File: src/rtl/top_pkg.sv
// clock divider and power sequencing constants
// counter types for the strobe, step and power step counters

package top_pkg;

   // ----------------------------------------
   // clock division
   // ----------------------------------------

   // clk_100 cycles per 400 kHz strobe
   localparam int NUM_CLK_FOR_400KHZ = 250;

   // strobes per power step, one second at 400 kHz
   localparam int NUM_STROBE_FOR_STEP = 400000;

   // ----------------------------------------
   // power sequence
   // ----------------------------------------

   // step count at which the sensor supply is switched on
   localparam int CAM_EN_STEP = 2;
   // step count at which the i2c side leaves reset
   localparam int I2C_RELEASE_STEP = 4;
   // step counter stops here, outputs are frozen after that
   localparam int STEP_CNT_MAX = 8;

   typedef logic [$clog2(NUM_CLK_FOR_400KHZ)-1:0]  cnt_400khz_t;
   typedef logic [$clog2(NUM_STROBE_FOR_STEP)-1:0] cnt_step_t;
   typedef logic [3:0]                             step_cnt_t;

endpackage : top_pkg

File: src/rtl/i2c_pkg.sv
// i2c register write command and write result structs
// sensor init table and its index type

package i2c_pkg;

   // one sensor register write: address byte, 16-bit register, data byte
   typedef struct packed {
      logic [6:0]  dev_addr;
      logic [15:0] reg_addr;
      logic [7:0]  data;
   } i2c_wr_t;

   // outcome of one write
   typedef struct packed {
      // set when any byte was refused
      logic       nack;
      // 0 address, 1 reg high, 2 reg low, 3 data
      logic [1:0] byte_idx;
   } i2c_res_t;

   // 7-bit sensor address
   localparam logic [6:0] CAM_DEV_ADDR = 7'h10;

   localparam int INIT_LEN = 6;

   typedef logic [$clog2(INIT_LEN)-1:0] init_idx_t;

   // standby first, then pll setup, then raw10 output format
   localparam i2c_wr_t INIT_TABLE [INIT_LEN] = '{
      '{dev_addr: CAM_DEV_ADDR, reg_addr: 16'h0100, data: 8'h00},
      '{dev_addr: CAM_DEV_ADDR, reg_addr: 16'h0304, data: 8'h03},
      '{dev_addr: CAM_DEV_ADDR, reg_addr: 16'h0305, data: 8'h03},
      '{dev_addr: CAM_DEV_ADDR, reg_addr: 16'h0307, data: 8'h39},
      '{dev_addr: CAM_DEV_ADDR, reg_addr: 16'h018C, data: 8'h0A},
      '{dev_addr: CAM_DEV_ADDR, reg_addr: 16'h018D, data: 8'h0A}
   };

endpackage : i2c_pkg

File: src/rtl/clkrst_gen.sv
// 400 kHz strobe for the i2c master
// slow step tick with a heartbeat toggling on every tick
// staged release of the sensor supply and of the i2c reset

module clkrst_gen #(
   parameter int NUM_CLK_FOR_400KHZ  = top_pkg::NUM_CLK_FOR_400KHZ,
   parameter int NUM_STROBE_FOR_STEP = top_pkg::NUM_STROBE_FOR_STEP
) (
   input  logic clk_100,
   input  logic reset,
   output logic strobe_400khz,
   output logic step_tick,
   output logic heartbeat,
   output logic cam_en,
   output logic i2c_reset
);
   import top_pkg::*;

   cnt_400khz_t cnt_400khz;
   cnt_step_t   cnt_step;
   step_cnt_t   step_cnt;

   // ----------------------------------------
   // strobe divider
   // ----------------------------------------

   // one-cycle pulse when the counter wraps
   always_ff @(posedge clk_100) begin
      if (reset) begin
         cnt_400khz    <= '0;
         strobe_400khz <= 1'b0;
      end else begin
         if (cnt_400khz == cnt_400khz_t'(NUM_CLK_FOR_400KHZ - 1)) begin
            cnt_400khz    <= '0;
            strobe_400khz <= 1'b1;
         end else begin
            cnt_400khz    <= cnt_400khz_t'(cnt_400khz + 1'b1);
            strobe_400khz <= 1'b0;
         end
      end
   end

   // ----------------------------------------
   // step tick and power sequence
   // ----------------------------------------

   always_ff @(posedge clk_100) begin
      if (reset) begin
         cnt_step  <= '0;
         step_tick <= 1'b0;
         heartbeat <= 1'b0;
         step_cnt  <= '0;
         cam_en    <= 1'b0;
         i2c_reset <= 1'b1;
      end else begin
         step_tick <= 1'b0;
         // counts strobes only
         if (strobe_400khz) begin
            if (cnt_step == cnt_step_t'(NUM_STROBE_FOR_STEP - 1)) begin
               cnt_step  <= '0;
               step_tick <= 1'b1;
               heartbeat <= ~heartbeat;
               // saturates, so both enables are frozen afterwards
               if (step_cnt < step_cnt_t'(STEP_CNT_MAX)) begin
                  step_cnt  <= step_cnt_t'(step_cnt + 1'b1);
                  // compares the count before this tick, so cam_en rises on tick 3
                  cam_en    <= (step_cnt >= step_cnt_t'(CAM_EN_STEP));
                  // i2c leaves reset on tick 5, sensor has had two steps of supply
                  i2c_reset <= (step_cnt < step_cnt_t'(I2C_RELEASE_STEP));
               end
            end else begin
               cnt_step <= cnt_step_t'(cnt_step + 1'b1);
            end
         end
      end
   end

endmodule : clkrst_gen

File: src/rtl/i2c_master.sv
// write-only i2c master, one register write per command
// start, four bytes each with an ack bit, stop
// every bit is four strobe quarters, so scl runs at 100 kHz
// a refused byte cuts the write short with a stop

module i2c_master (
   input  logic              clk_100,
   input  logic              i2c_reset,
   input  logic              strobe_400khz,
   input  i2c_pkg::i2c_wr_t  cmd,
   input  logic              cmd_valid,
   input  logic              sda_in,
   output logic              cmd_ready,
   output i2c_pkg::i2c_res_t res,
   output logic              res_valid,
   output logic              scl_oe,
   output logic              sda_oe
);
   import i2c_pkg::*;

   typedef enum logic [2:0] {
      ST_IDLE,
      ST_START,
      ST_BIT,
      ST_ACK,
      ST_STOP
   } state_t;

   state_t      state;
   state_t      nxt_state;
   logic [1:0]  quarter;
   logic [1:0]  nxt_quarter;
   logic [2:0]  bit_cnt;
   logic [2:0]  nxt_bit_cnt;
   logic [1:0]  byte_idx;
   logic [1:0]  nxt_byte_idx;
   // all four bytes, msb goes out first
   logic [31:0] frame;
   logic [31:0] nxt_frame;
   logic [1:0]  sda_sync;
   logic        accept;

   // bus enables for one quarter, {scl_oe, sda_oe}, 1 pulls low
   function automatic logic [1:0] bus_drive(state_t st, logic [1:0] q, logic bit_val);
      case (st)
         // sda falls while scl is high, then scl falls
         ST_START: return {q[1], q != 2'd0};
         // scl low in first and last quarter, sda only moves then
         ST_BIT:   return {(q == 2'd0) || (q == 2'd3), ~bit_val};
         // target owns sda during the ack bit
         ST_ACK:   return {(q == 2'd0) || (q == 2'd3), 1'b0};
         // sda rises while scl is high
         ST_STOP:  return {q == 2'd0, q[1] == 1'b0};
         default:  return 2'b00;
      endcase
   endfunction

   assign cmd_ready = (state == ST_IDLE);
   assign accept    = cmd_valid && cmd_ready;

   // ----------------------------------------
   // next state, advances once per strobe
   // ----------------------------------------
   always_comb begin
      nxt_state    = state;
      nxt_quarter  = quarter;
      nxt_bit_cnt  = bit_cnt;
      nxt_byte_idx = byte_idx;
      nxt_frame    = frame;
      if (accept) begin
         nxt_state    = ST_START;
         nxt_quarter  = 2'd0;
         nxt_bit_cnt  = 3'd7;
         nxt_byte_idx = 2'd0;
         // write bit is 0 after the address
         nxt_frame    = {cmd.dev_addr, 1'b0, cmd.reg_addr, cmd.data};
      end else if (strobe_400khz && (state != ST_IDLE)) begin
         nxt_quarter = 2'(quarter + 2'd1);
         if (quarter == 2'd3) begin
            case (state)
               ST_START: nxt_state = ST_BIT;
               ST_BIT: begin
                  nxt_frame = {frame[30:0], 1'b0};
                  if (bit_cnt == 3'd0) begin
                     nxt_state = ST_ACK;
                  end else begin
                     nxt_bit_cnt = 3'(bit_cnt - 3'd1);
                  end
               end
               ST_ACK: begin
                  // early stop on a refused byte
                  if (res.nack || (byte_idx == 2'd3)) begin
                     nxt_state = ST_STOP;
                  end else begin
                     nxt_state    = ST_BIT;
                     nxt_bit_cnt  = 3'd7;
                     nxt_byte_idx = 2'(byte_idx + 2'd1);
                  end
               end
               default: nxt_state = ST_IDLE;
            endcase
         end
      end
   end

   // ----------------------------------------
   // registers
   // ----------------------------------------
   always_ff @(posedge clk_100) begin
      if (i2c_reset) begin
         state     <= ST_IDLE;
         quarter   <= 2'd0;
         bit_cnt   <= 3'd0;
         byte_idx  <= 2'd0;
         res       <= '0;
         res_valid <= 1'b0;
         scl_oe    <= 1'b0;
         sda_oe    <= 1'b0;
      end else begin
         state    <= nxt_state;
         quarter  <= nxt_quarter;
         bit_cnt  <= nxt_bit_cnt;
         byte_idx <= nxt_byte_idx;
         // registered enables, no decode glitch reaches the bus
         {scl_oe, sda_oe} <= bus_drive(nxt_state, nxt_quarter, nxt_frame[31]);
         // pulse once the stop condition is complete
         res_valid <= strobe_400khz && (state == ST_STOP) && (quarter == 2'd3);
         if (accept) begin
            res <= '0;
         end else if (strobe_400khz && (state == ST_ACK) && (quarter == 2'd1) && sda_sync[1]) begin
            // middle of scl high, a released line means nack
            res.nack     <= 1'b1;
            res.byte_idx <= byte_idx;
         end
      end
   end

   // shift data and input synchronizer
   always_ff @(posedge clk_100) begin
      frame    <= nxt_frame;
      sda_sync <= {sda_sync[0], sda_in};
   end

endmodule : i2c_master

File: src/rtl/cam_init_seq.sv
// sensor init sequencer
// walks the init table and hands one write at a time to the i2c master
// stops for good on the first refused write

module cam_init_seq (
   input  logic              clk_100,
   input  logic              i2c_reset,
   input  logic              cmd_ready,
   input  i2c_pkg::i2c_res_t res,
   input  logic              res_valid,
   output i2c_pkg::i2c_wr_t  cmd,
   output logic              cmd_valid,
   output logic              init_done,
   output logic              init_error
);
   import i2c_pkg::*;

   // current table entry
   init_idx_t idx;
   // command accepted, result still outstanding
   logic      wait_res;

   // stays steady until the master takes it, idx only moves on a result
   assign cmd = INIT_TABLE[idx];

   // ----------------------------------------
   // issue and result tracking
   // ----------------------------------------
   always_ff @(posedge clk_100) begin
      if (i2c_reset) begin
         idx        <= '0;
         cmd_valid  <= 1'b0;
         wait_res   <= 1'b0;
         init_done  <= 1'b0;
         init_error <= 1'b0;
      end else begin
         // handshake with the master
         if (cmd_valid && cmd_ready) begin
            cmd_valid <= 1'b0;
            wait_res  <= 1'b1;
         end else if (!cmd_valid && !wait_res && !init_done && !init_error) begin
            // nothing pending, offer the next entry
            cmd_valid <= 1'b1;
         end

         // result comes back after the stop condition
         if (res_valid && wait_res) begin
            wait_res <= 1'b0;
            if (res.nack) begin
               // sticky, no further commands
               init_error <= 1'b1;
            end else if (idx == init_idx_t'(INIT_LEN - 1)) begin
               // last entry acknowledged
               init_done <= 1'b1;
            end else begin
               idx <= init_idx_t'(idx + 1'b1);
            end
         end
      end
   end

endmodule : cam_init_seq

File: src/rtl/cam_ctrl_top.sv
// camera control top level
// clock and reset generator, init sequencer and i2c write master
// i2c bus as open-drain enables plus the sampled sda line

module cam_ctrl_top #(
   parameter int NUM_CLK_FOR_400KHZ  = top_pkg::NUM_CLK_FOR_400KHZ,
   parameter int NUM_STROBE_FOR_STEP = top_pkg::NUM_STROBE_FOR_STEP
) (
   input  logic clk_100,
   input  logic reset,
   input  logic sda_in,
   output logic scl_oe,
   output logic sda_oe,
   output logic cam_en,
   output logic heartbeat,
   output logic init_done,
   output logic init_error
);
   import i2c_pkg::*;

   logic     strobe_400khz;
   logic     i2c_reset;
   i2c_wr_t  cmd;
   logic     cmd_valid;
   logic     cmd_ready;
   i2c_res_t res;
   logic     res_valid;

   // ----------------------------------------
   // power sequence and strobe
   // ----------------------------------------
   clkrst_gen #(
      .NUM_CLK_FOR_400KHZ  (NUM_CLK_FOR_400KHZ),
      .NUM_STROBE_FOR_STEP (NUM_STROBE_FOR_STEP)
   ) u_clkrst_gen (
      .clk_100       (clk_100),
      .reset         (reset),
      .strobe_400khz (strobe_400khz),
      // heartbeat already marks each step
      .step_tick     (),
      .heartbeat     (heartbeat),
      .cam_en        (cam_en),
      .i2c_reset     (i2c_reset)
   );

   // table walker, held idle until i2c_reset drops
   cam_init_seq u_cam_init_seq (
      .clk_100    (clk_100),
      .i2c_reset  (i2c_reset),
      .cmd_ready  (cmd_ready),
      .res        (res),
      .res_valid  (res_valid),
      .cmd        (cmd),
      .cmd_valid  (cmd_valid),
      .init_done  (init_done),
      .init_error (init_error)
   );

   // bus side
   i2c_master u_i2c_master (
      .clk_100       (clk_100),
      .i2c_reset     (i2c_reset),
      .strobe_400khz (strobe_400khz),
      .cmd           (cmd),
      .cmd_valid     (cmd_valid),
      .sda_in        (sda_in),
      .cmd_ready     (cmd_ready),
      .res           (res),
      .res_valid     (res_valid),
      .scl_oe        (scl_oe),
      .sda_oe        (sda_oe)
   );

endmodule : cam_ctrl_top

File: config.mk
export PLATFORM = sky130hd
export DESIGN_NAME = cam_ctrl_top
export DESIGN_NICKNAME = d
export VERILOG_FILES = /design/src/rtl/top_pkg.sv /design/src/rtl/i2c_pkg.sv /design/src/rtl/clkrst_gen.sv /design/src/rtl/i2c_master.sv /design/src/rtl/cam_init_seq.sv /design/src/rtl/cam_ctrl_top.sv
export SDC_FILE = /design/constraint.sdc
export NUM_CORES = 1
export LEC_CHECK = 0
export CAP_MARGIN = 30
export CORE_UTILIZATION = 60
export CTS_BUF_LIST = sky130_fd_sc_hd__clkbuf_4
export CTS_CLUSTER_DIAMETER = 40
export DETAILED_ROUTE_END_ITERATION = 6
export DONT_BUFFER_PORTS = 1
export PLACE_DENSITY = 0.81
export SYNTH_ARGS = -nofsm -noshare
export SYNTH_HDL_FRONTEND = slang
export SYNTH_SLANG_ARGS = --single-unit
File: constraint.sdc
create_clock -name clk_100 -period 4 [get_ports clk_100]
set_input_delay 0.6 -clock clk_100 [delete_from_list [all_inputs] [get_ports clk_100]]
set_output_delay 0.6 -clock clk_100 [all_outputs]
set_load 0.05 [all_outputs]
==> impl_metrics.csv, run 1 <==
group,metric,value,unit
grt,grt_use_total,0.188,
pwr,power_frac_clock,0.348,
sta,relSlewSlack,0.349,
cells_and_area,area_delta_synth_final,4.20,%
clocking,ctsResizeCount,0,
grt,grt_pass1_vias,2292,
grt,antenna_found_initial,0,
sta,finalSetupTns,0,ns
clocking,cts_tree,"done",
grt,grt_start_max_net_pins,34,
min_path,min_path_type,"in2reg",
synth,synth_top_area_share,0.305,
synth,yosysWarnings,0,
synth,yosys.area.top_type,"dfxtp_1",
critical_path,r2r-end,"u_i2c_master.sda_oe",
clocking,cts_sinks,90,
floorplan,start_util,0.620,
route,post_drt_wl_per_cell,13.6,um
pwr,p_per_area,357,mW/mm2
cells_and_area,fillers,492,
pwr,switchingPower,0.324,mW
clocking,clock_latency,0.44,ns
synth,synth_simple_gate_area_frac,0.224,
pwr,internal-power,1.14,mW
critical_path,worst_ep_required_time,4.31,ns
synth,synth_fa_ha_area_frac,0.0477,
synth,ys_types,57,
route,drt_first_pass_iters,4,
sta,final_max_slew_viol_count,0,
synth,synth_mux_area_frac,0.0181,
floorplan,ios,9,
clocking,htree_levels,3,
grt,gr-total-overflow,0,
sta,fin_worst_skew,0.0238,ns
route,route.detailed.drc,0,
run,cap_violations,0,
synth,async_flop_share,0,
critical_path,cp_max_fo,33,
place,io_buffers,0,
clocking,cts_root_buf,"clkbuf_4",
sta,period_minus_slack,2.33,ns
pwr,sequentialPowerShare,0.645,
route,drt_iter0_markers,186,
grt,grt_pass1_wl,10400,um
critical_path,worstSetupPathType,"reg2reg",
pwr,pwr-share-comb,0.007,
min_path,hp-start,"sda_in",
sta,finalSetupViolCount,0,
critical_path,r2r-start,"u_clkrst_gen.strobe_400khz",
floorplan,rows,29,
synth,synth_edf_count,30,
sta,tightest_slew,0.975,ns
clocking,post-cts-setup-buffer-count,0,
clocking,path_clk_slew,0.15,ns
min_path,holdPathStages,0,
pwr,ir_drop,288,uV
floorplan,core_area,0.00635,mm2
clocking,ctsHoldBuffers,0,
synth,synth_xor_area_frac,0.0645,
critical_path,rr_worst_depth,5,
cells_and_area,drive_above_1_share,0.0875,
sta,fin_crit_sh,0.583,
route,via_per_inst,5.63,
sta,rsz0062_at_grt,"no",
floorplan,die_y,83.0,um
route,wirelength,6180,um
route,top_layer,"met4",
synth,synth_top_family_by_area,"simple AND/OR/NAND/NOR gates",
outcome,status,"finished clean",
cells_and_area,final_nets,390,
clocking,cts_buffers,9,
place,hpwlAfterDp,4100,um
clocking,cts_buffer_depth,2,
synth,synth_compound_area_frac,0.0804,
critical_path,crit_path_end_kind,"register",
synth,synth_fp_nets,395,
place,place_congestion,0.825,
floorplan,die-area,0.00689,mm2
sta,final_hold_viol_count,0,
route,wl_met2,2780,um
synth,ys_seq_area_frac,0.534,
pwr,swShare,0.221,
min_path,whs_endpoint,"u_i2c_master.sda_sync[0]",
critical_path,crit_arrival,2.64,ns
synth,ys_seq_elements,90,
place,dp.cells,438,
critical_path,rrSetupSlack,1.67,ns
route,wl_met1,3090,um
route,vias,2554,
floorplan,die_width,83.0,um
critical_path,critPathLaunchType,"register",
cells_and_area,fin_util,0.646,
synth,synth.area.top_cells,"dfxtp_1, edfxtp_1, nor2_1",
synth,synth_area_per_cell,10.4,um2
synth,syn_area,0.00394,mm2
route,route.met3.wl,216,um
synth,synth_cells,377,
synth,synth_ff_type,"dfxtp_1",
pwr,p_leak,1.44,nW
cells_and_area,num_antenna_cells,0,
sta,fmax,429,MHz
route,drtAntennaViolNets,0,
cells_and_area,final_cells,454,
-- per-layer routing --
| metal | track usage | vias to the layer above |
|---|---|---|
| li1 | - | 1307 |
| met1 | 0.263 | 1191 |
| met2 | 0.281 | 46 |
| met3 | 0.0388 | 10 |
| met4 | 0.0862 | 0 |
| met5 | 0 | - |
-- final cells by class --
cell class,instances,area (um2),area share
inverter,10,37.5,0.00915
tap,77,96.3,0.0235
multi-input combinational,260,1710,0.418
sequential,90,2100,0.513
clock buffer,9,67.6,0.0165
clock inverter,7,76.3,0.0186
timing repair buffer,1,7.51,0.00183
-- power groups by stage --
stage                     Combinational (mW)  Clock (mW)  Sequential (mW)
after floorplan                       0.0113           0            0.965
after global placement               0.00994           0            0.965
after detailed placement              0.0101           0            0.965
after CTS                             0.0102       0.521            0.945
after global routing                  0.0116       0.556            0.946
final                                0.00990       0.510            0.945
-- critical path: stages (launching register included) --
cell and delay, ns:
dfxtp_1 0.64, nand4b_1 0.33, nor2_2 0.83, nand3_1 0.19
o211ai_1 0.13, a31oi_1 0.09
-- cells in the final DEF (no fill, tap or decap), types with 3 or more instances in the layout --
cell type	instances
a21oi_1	8
a22o_1	3
a31oi_1	5
and2_1	18
and3_1	5
clkbuf_4	9
dfxtp_1	60
edfxtp_1	30
ha_1	15
inv_1	10
mux2i_1	6
nand2_1	30
nand3_1	13
nand4_1	7
nor2_1	56
nor3_1	8
nor4_1	3
o21ai_0	12
xnor2_1	14
xor2_1	15
-- cell families after synthesis --
logic type,Yosys count
buf+inv,27
compound gates,46
flops,90
simple gates,163
mux,7
fa+ha+maj,15
xor+xnor,29
-- synthesized netlist by cell type (2+ instances only) --
| library cell | n |
|---|---|
| nand3b_1 | 2 |
| and4bb_2 | 2 |
| a21oi_1 | 8 |
| o31ai_1 | 2 |
| dfxtp_1 | 60 |
| a31oi_1 | 5 |
| a22o_1 | 3 |
| edfxtp_1 | 30 |
| nor3_1 | 8 |
| nand4_1 | 7 |
| xor2_1 | 15 |
| inv_1 | 10 |
| nor2_1 | 56 |
| buf_2 | 3 |
| ha_1 | 15 |
| and2_1 | 18 |
| nand3_1 | 13 |
| xnor2_1 | 14 |
| a211oi_1 | 2 |
| o21ai_0 | 13 |
| nand2_1 | 30 |
| clkbuf_1 | 10 |
| and3_1 | 5 |
| nor4_1 | 3 |
| mux2i_1 | 6 |
| or2_1 | 2 |
| a41oi_1 | 2 |
| buf_4 | 3 |
| nor3_2 | 2 |
-- registers in the layout, summed over array words and instances (netlist names), 2 cells and up --
name	cells
u_i2c_master.frame	32
u_clkrst_gen.cnt_step	19
u_clkrst_gen.cnt_400khz	8
u_clkrst_gen.step_cnt	4
u_cam_init_seq.idx	3
u_i2c_master.bit_cnt	3
u_i2c_master.state	3
u_i2c_master.byte_idx	2
u_i2c_master.quarter	2
u_i2c_master.sda_sync	2
-- per-stage QoR --
step	area, um2	setup WS, ns	hold WS (ns)	total power, mW
final	4100	1.67	0.182	1.47
after global routing	4100	1.36	0.155	1.51
after CTS	4100	1.62	0.164	1.48
after detailed placement	3960	1.67	0.324	0.976
after global placement	3960	1.68	0.318	0.975
after floorplan	3940	0.552	0.310	0.976
-- how the worst max path moves through the flow --
stage	from	end	slack, ns	cells past startpoint
floorplan	u_i2c_master.quarter[0]	u_i2c_master.frame[0]	0.55	3
finish	u_clkrst_gen.strobe_400khz	u_i2c_master.sda_oe	1.67	5
global placement	u_clkrst_gen.strobe_400khz	u_i2c_master.sda_oe	1.68	5
detailed placement	u_clkrst_gen.strobe_400khz	u_i2c_master.sda_oe	1.67	5
CTS	u_clkrst_gen.strobe_400khz	u_i2c_master.sda_oe	1.62	5
global route	u_clkrst_gen.strobe_400khz	u_i2c_master.sda_oe	1.36	5
No activity file was read; power rests on OpenSTA's default activity.
==> inputs of run 2 (changes only) <==
--- a/config.mk
+++ b/config.mk
@@ -6,12 +6,12 @@
 export NUM_CORES = 1
 export LEC_CHECK = 0
 export CAP_MARGIN = 30
-export CORE_UTILIZATION = 60
+export CORE_UTILIZATION = 59
 export CTS_BUF_LIST = sky130_fd_sc_hd__clkbuf_4
 export CTS_CLUSTER_DIAMETER = 40
 export DETAILED_ROUTE_END_ITERATION = 6
 export DONT_BUFFER_PORTS = 1
-export PLACE_DENSITY = 0.81
+export PLACE_DENSITY = 0.83
 export SYNTH_ARGS = -nofsm -noshare
 export SYNTH_HDL_FRONTEND = slang
 export SYNTH_SLANG_ARGS = --single-unit
==> constraint.sdc (replaced) <==
create_clock -name clk_100 -period 2.1 [get_ports clk_100]
set_input_delay 0.315 -clock clk_100 [delete_from_list [all_inputs] [get_ports clk_100]]
set_output_delay 0.315 -clock clk_100 [all_outputs]
set_load 0.05 [all_outputs]
==> run 2 against run 1 <==
  * Via count increased by 3.8%
  * First-iteration DRC count decreased by 28%
  * Cell area is 2.6% higher
  * Sequential power increased by 90%
  * Sequential cell count stayed put
  * Clock power grew 93%
  * Worst hold slack gained 0.045 ns
  * Register-to-register slack got worse by 1.5 ns
  * Largest cell class unchanged
  * Utilization up 1.3 points
  * Critical path type unchanged
  * Sequential share of layout area fell by 1.3 points
  * Critical endpoint is now u_i2c_master.scl_oe
  * Clock-buffer cell count up 1
==> impl_metrics.csv, run 2 (synthesis results as in run 1) <==
group,metric,value,unit
critical_path,worstSetupPathType,"reg2reg",
floorplan,start_util,0.616,
clocking,cts_sinks,90,
pwr,power.total,2.81,mW
place,hpwlAfterDp,4700,um
route,wirelength,6860,um
cells_and_area,drive_above_1_share,0.113,
cells_and_area,final_nets,401,
grt,grt_start_max_net_pins,34,
critical_path,crit_arrival,2.36,ns
floorplan,die_width,83.7,um
run,cap_violations,0,
sta,final_max_slew_viol_count,0,
critical_path,worst_ep_required_time,2.49,ns
grt,grt_pass1_vias,2507,
grt,grt_pass1_wl,11800,um
clocking,cts_root_buf,"clkbuf_4",
floorplan,ios,9,
grt,antenna_found_initial,0,
cells_and_area,num_antenna_cells,0,
floorplan,die-area,0.00700,mm2
grt,gr-total-overflow,0,
grt,grt_use_total,0.214,
sta,final_hold_viol_count,0,
clocking,path_clk_slew,0.15,ns
route,vias,2652,
sta,finalSetupTns,0,ns
route,drt_iter0_markers,133,
cells_and_area,largest-register,"u_i2c_master.frame",
cells_and_area,final_cell_mix,"dfxtp_1, nor2_1, nand2_1, edfxtp_1, and2_1",
sta,rsz0062_at_grt,"no",
critical_path,crit_path_end_kind,"register",
sta,period_minus_slack,1.97,ns
sta,relSlewSlack,0.622,
pwr,ir_drop,458,uV
clocking,htree_levels,3,
floorplan,die_y,83.7,um
clocking,cts_buffers,9,
cells_and_area,fillers,509,
clocking,clock_latency,0.45,ns
route,post_drt_wl_per_cell,14.8,um
cells_and_area,top_regs,"u_i2c_master.frame (32), u_clkrst_gen.cnt_step (19), u_clkrst_gen.cnt_400khz (8)",
cells_and_area,area_delta_synth_final,6.87,%
sta,fin_crit_sh,0.939,
clocking,cts_tree,"done",
sta,fin_worst_skew,0.0181,ns
pwr,p_per_area,668,mW/mm2
min_path,min_path_type,"in2reg",
place,place_congestion,0.863,
cells_and_area,largest_register_ffs,32,
route,drt_first_pass_iters,4,
sta,finalSetupViolCount,0,
pwr,p_leak,1.50,nW
route,route.detailed.drc,0,
floorplan,rows,29,
sta,fmax,507,MHz
cells_and_area,final_common_cell,"dfxtp_1",
route,via_per_inst,5.70,
clocking,cts_buffer_depth,2,
floorplan,core_area,0.00639,mm2
critical_path,critPathLaunchType,"register",
route,drtAntennaViolNets,0,
sta,tightest_slew,0.566,ns
critical_path,cp_max_fo,8,
outcome,status,"finished clean",
place,io_buffers,0,
==> run 2: layout make-up <==
cell class / instances / area, um2 / area share
clock inverter: 6 / 72.6 / 0.0173
timing repair buffer: 12 / 108 / 0.0256
sequential: 90 / 2100 / 0.500
tap: 77 / 96.3 / 0.0229
inverter: 10 / 37.5 / 0.00893
multi-input combinational: 260 / 1710 / 0.407
clock buffer: 10 / 75.1 / 0.0179
==> run 2: worst max-delay path, cell delays in order, from the launching register on <==
cell	delay, ns
dfxtp_1	0.42
buf_4	0.20
nor4b_4	0.34
a21oi_2	0.08
a21oi_1	0.25
ha_1	0.22
nand3_1	0.08
o31ai_1	0.10
a32o_1	0.22
==> run 2: path summary, 6_finish.rpt <==
kind,from,to,slack [ns],cells past startpoint
setup / recovery,u_i2c_master.state[0],u_i2c_master.scl_oe,0.13,8
hold reg to reg,u_i2c_master.sda_sync[0],u_i2c_master.sda_sync[1],0.35,0
hold / removal,reset,u_clkrst_gen.cnt_400khz[1],0.23,2
setup reg to reg,u_i2c_master.state[0],u_i2c_master.scl_oe,0.13,8
==> run 2: per-stage QoR <==
| step | setup WS (ns) | cells | area [um2] | hold WS [ns] | util |
|---|---|---|---|---|---|
| 6_report | 0.127 | 465 | 4210 | 0.228 | 0.659 |
| 5_1_grt | 0.00435 | 465 | 4210 | 0.205 | 0.659 |
| 4_1_cts | 0.120 | 465 | 4200 | 0.219 | 0.658 |
| 3_5_place_dp | 0.175 | 447 | 4040 | 0.321 | 0.632 |
| 3_3_place_gp | 0.296 | 447 | 4040 | 0.314 | 0.632 |
| 2_1_floorplan | 0.0145 | 377 | 3940 | 0.310 | - |
==> run 2: metal layers <==
metal / vias to the layer above / track usage / routed length, um
met5: - / 0 / 0
met4: 0 / 0.0647 / 102
met3: 10 / 0.0712 / 264
met2: 50 / 0.351 / 3320
met1: 1258 / 0.270 / 3170
li1: 1334 / - / -
==> run 2: where the power goes <==
part           internal [mW]  total [mW]  switching, mW
Combinational         0.0102      0.0254         0.0152
Sequential              1.79        1.80        0.00537
Clock                  0.394       0.984          0.590
==> run 2: timing repair <==
action | CTS | global route
setup buffers | 0 | 0
hold buffers | 2 | 0
resized for setup | 0 | 1
endpoints found under the setup margin | 0 | 1
hold endpoints to repair | 10 | 0
==> inputs of run 3 (changes only) <==
--- a/config.mk
+++ b/config.mk
@@ -6,12 +6,15 @@
 export NUM_CORES = 1
 export LEC_CHECK = 0
 export CAP_MARGIN = 30
+export CORE_MARGIN = 1.5
 export CORE_UTILIZATION = 59
 export CTS_BUF_LIST = sky130_fd_sc_hd__clkbuf_4
 export CTS_CLUSTER_DIAMETER = 40
 export DETAILED_ROUTE_END_ITERATION = 6
 export DONT_BUFFER_PORTS = 1
+export MAX_ROUTING_LAYER = met4
 export PLACE_DENSITY = 0.83
 export SYNTH_ARGS = -nofsm -noshare
 export SYNTH_HDL_FRONTEND = slang
+export SYNTH_HIERARCHICAL = 1
 export SYNTH_SLANG_ARGS = --single-unit
==> run 3 against run 2 <==
  * Synthesized cell count up 10%
  * Sequential cell count unchanged
  * Worst hold slack worse by 0.17 ns
  * Register-to-register slack got worse by 0.02 ns
  * Non-clock buffer count increased by 5
  * Via count increased by 12%
  * Global-route usage is 0.25 points higher
  * Power down 0.56%
  * Routed wire length grew 8.9%
  * Critical path depth shrank 3
  * Setup slack worse by 0.022 ns
  * Cell area up 7.0%
  * Critical path type unchanged
==> impl_metrics.csv, run 3 <==
group,metric,value,unit
critical_path,worstSetupPathType,"reg2reg",
grt,antenna_found_initial,0,
critical_path,r2r-end,"u_i2c_master/sda_oe",
route,vias,2973,
sta,fin_worst_skew,0.0162,ns
place,hpwlAfterDp,5040,um
critical_path,crit_chain,"or4b_4 -> a31oi_1 -> ha_1 -> nor4_1 -> or3_1",
floorplan,die-area,0.00777,mm2
floorplan,die_width,88.2,um
sta,final_hold_viol_count,0,
cells_and_area,fin_util,0.651,
floorplan,ios,9,
floorplan,core_area,0.00691,mm2
critical_path,cp_max_fo,10,
route,post_drt_wl_per_cell,14.4,um
synth,yosysWarnings,6,
cells_and_area,num_antenna_cells,0,
grt,gr-total-overflow,0,
place,place_congestion,0.905,
route,drtAntennaViolNets,0,
cells_and_area,final_cell_mix,"dfxtp_1, nor2_1, edfxtp_1, a22o_1, conb_1",
clocking,htree_levels,3,
grt,use_met2,0.346,
place,pre_cts_slack,0.141,ns
cells_and_area,final_cells,520,
sta,fin_crit_sh,0.950,
grt,busiest_layer,"met2",
place,io_buffers,0,
cells_and_area,largest_register_ffs,32,
floorplan,rows,30,
run,cap_violations,0,
min_path,min_path_type,"in2reg",
place,dp.cells,502,
critical_path,rr_worst_depth,5,
cells_and_area,area_delta_synth_final,5.15,%
clocking,cts_sinks,90,
critical_path,crit_arrival,2.31,ns
critical_path,critPathLaunchType,"register",
clocking,cts_root_buf,"clkbuf_4",
grt,grt_use_total,0.217,
floorplan,die_y,88.2,um
sta,final_max_slew_viol_count,0,
sta,fmax,501,MHz
pwr,power.total,2.79,mW
grt,grt_pass1_vias,2873,
critical_path,path_buf_inv,0,
critical_path,startpoint,"u_i2c_master/state[2]",
critical_path,cp-endpoint,"u_i2c_master/sda_oe",
grt,use_met3,0.0660,
cells_and_area,final_nets,437,
grt,met1_usage,0.262,
place,dpl_cell_area,0.00433,mm2
clocking,cts_buffer_depth,2,
sta,worst_slack,0.105,ns
critical_path,rrSetupSlack,0.11,ns
synth,syn_area,0.00428,mm2
cells_and_area,final_cell_area,0.00450,mm2
route,drt_first_pass_iters,4,
clocking,path_clk_slew,0.13,ns
route,route.detailed.drc,0,
critical_path,crit_path_end_kind,"register",
critical_path,worst-path-stages,5,
grt,grt_pass1_wl,12700,um
cells_and_area,drive_above_1_share,0.118,
critical_path,max_stage_delay,0.58,ns
route,wirelength,7470,um
cells_and_area,largest-register,"u_i2c_master/frame",
critical_path,critical-path-top-delay-family,"simple AND/OR/NAND/NOR gates",
sta,hold-worst-slack,0.0548,ns
cells_and_area,fillers,579,
floorplan,start_util,0.620,
clocking,cts_tree,"done",
cells_and_area,top_regs,"u_i2c_master/frame (32), u_clkrst_gen/cnt_step (19), u_clkrst_gen/cnt_400khz (8)",
critical_path,crit_path_top_delay_cell,"or4b_4",
critical_path,worst_ep_required_time,2.42,ns
critical_path,r2r-start,"u_i2c_master/state[2]",
sta,tightest_slew,0.554,ns
pwr,p_per_area,621,mW/mm2
clocking,clock_latency,0.43,ns
outcome,status,"finished clean",
route,via_per_inst,5.72,
sta,finalSetupViolCount,0,
grt,grt_start_max_net_pins,32,
sta,period_minus_slack,1.99,ns
route,drt_iter0_markers,122,
clocking,cts_buffers,9,
synth,synth_area_per_cell,10.3,um2
pwr,ir_drop,460,uV
synth,synth_cells,415,
sta,relSlewSlack,0.631,
sta,rsz0062_at_grt,"no",
cells_and_area,final_common_cell,"dfxtp_1",
sta,finalSetupTns,0,ns
pwr,p_leak,1.60,nW
run 3: worst min path at each step:
stage | from | endpoint | slack [ns] | depth (start not counted)
floorplan | u_i2c_master/sda_sync[0] | u_i2c_master/sda_sync[1] | 0.31 | 0
CTS | reset | u_clkrst_gen/i2c_reset | 0.02 | 2
global route | reset | u_clkrst_gen/i2c_reset | 0.007 | 2
detailed placement | u_i2c_master/sda_sync[0] | u_i2c_master/sda_sync[1] | 0.32 | 0
finish | reset | u_clkrst_gen/i2c_reset | 0.05 | 2
global placement | u_i2c_master/sda_sync[0] | u_i2c_master/sda_sync[1] | 0.32 | 0
run 3: where the power goes:
part / leakage, nW / internal [mW] / total (mW) / switching, mW
clock network: 0.0754 / 0.382 / 0.952 / 0.570
logic: 0.762 / 0.0146 / 0.0382 / 0.0236
registers: 0.762 / 1.80 / 1.80 / 0.00701
total: 1.60 / 2.19 / 2.79 / 0.600
run 3: final cells by class:
cell class                      count  area (um2)  area share
Sequential cell                    90        2100       0.467
Tap cell                           96         120      0.0267
Clock buffer                       10        75.1      0.0167
Timing Repair Buffer               17         145      0.0323
Inverter                           12        45.0      0.0100
Multi-Input combinational cell    289        1950       0.433
Clock inverter                      6        65.1      0.0145
run 3: what timing repair did:
item,4_1_cts,5_1_grt
resized for setup,0,2
hold endpoints to repair,8,0
setup endpoints to repair,0,3
buffers inserted,0,0
hold buffers,2,0
run 3: per-layer routing:
layer | part of all wire | vias up
met5 | 0 | -
met4 | 0.015 | 0
met3 | 0.034 | 11
met2 | 0.48 | 48
met1 | 0.47 | 1422
li1 | - | 1492
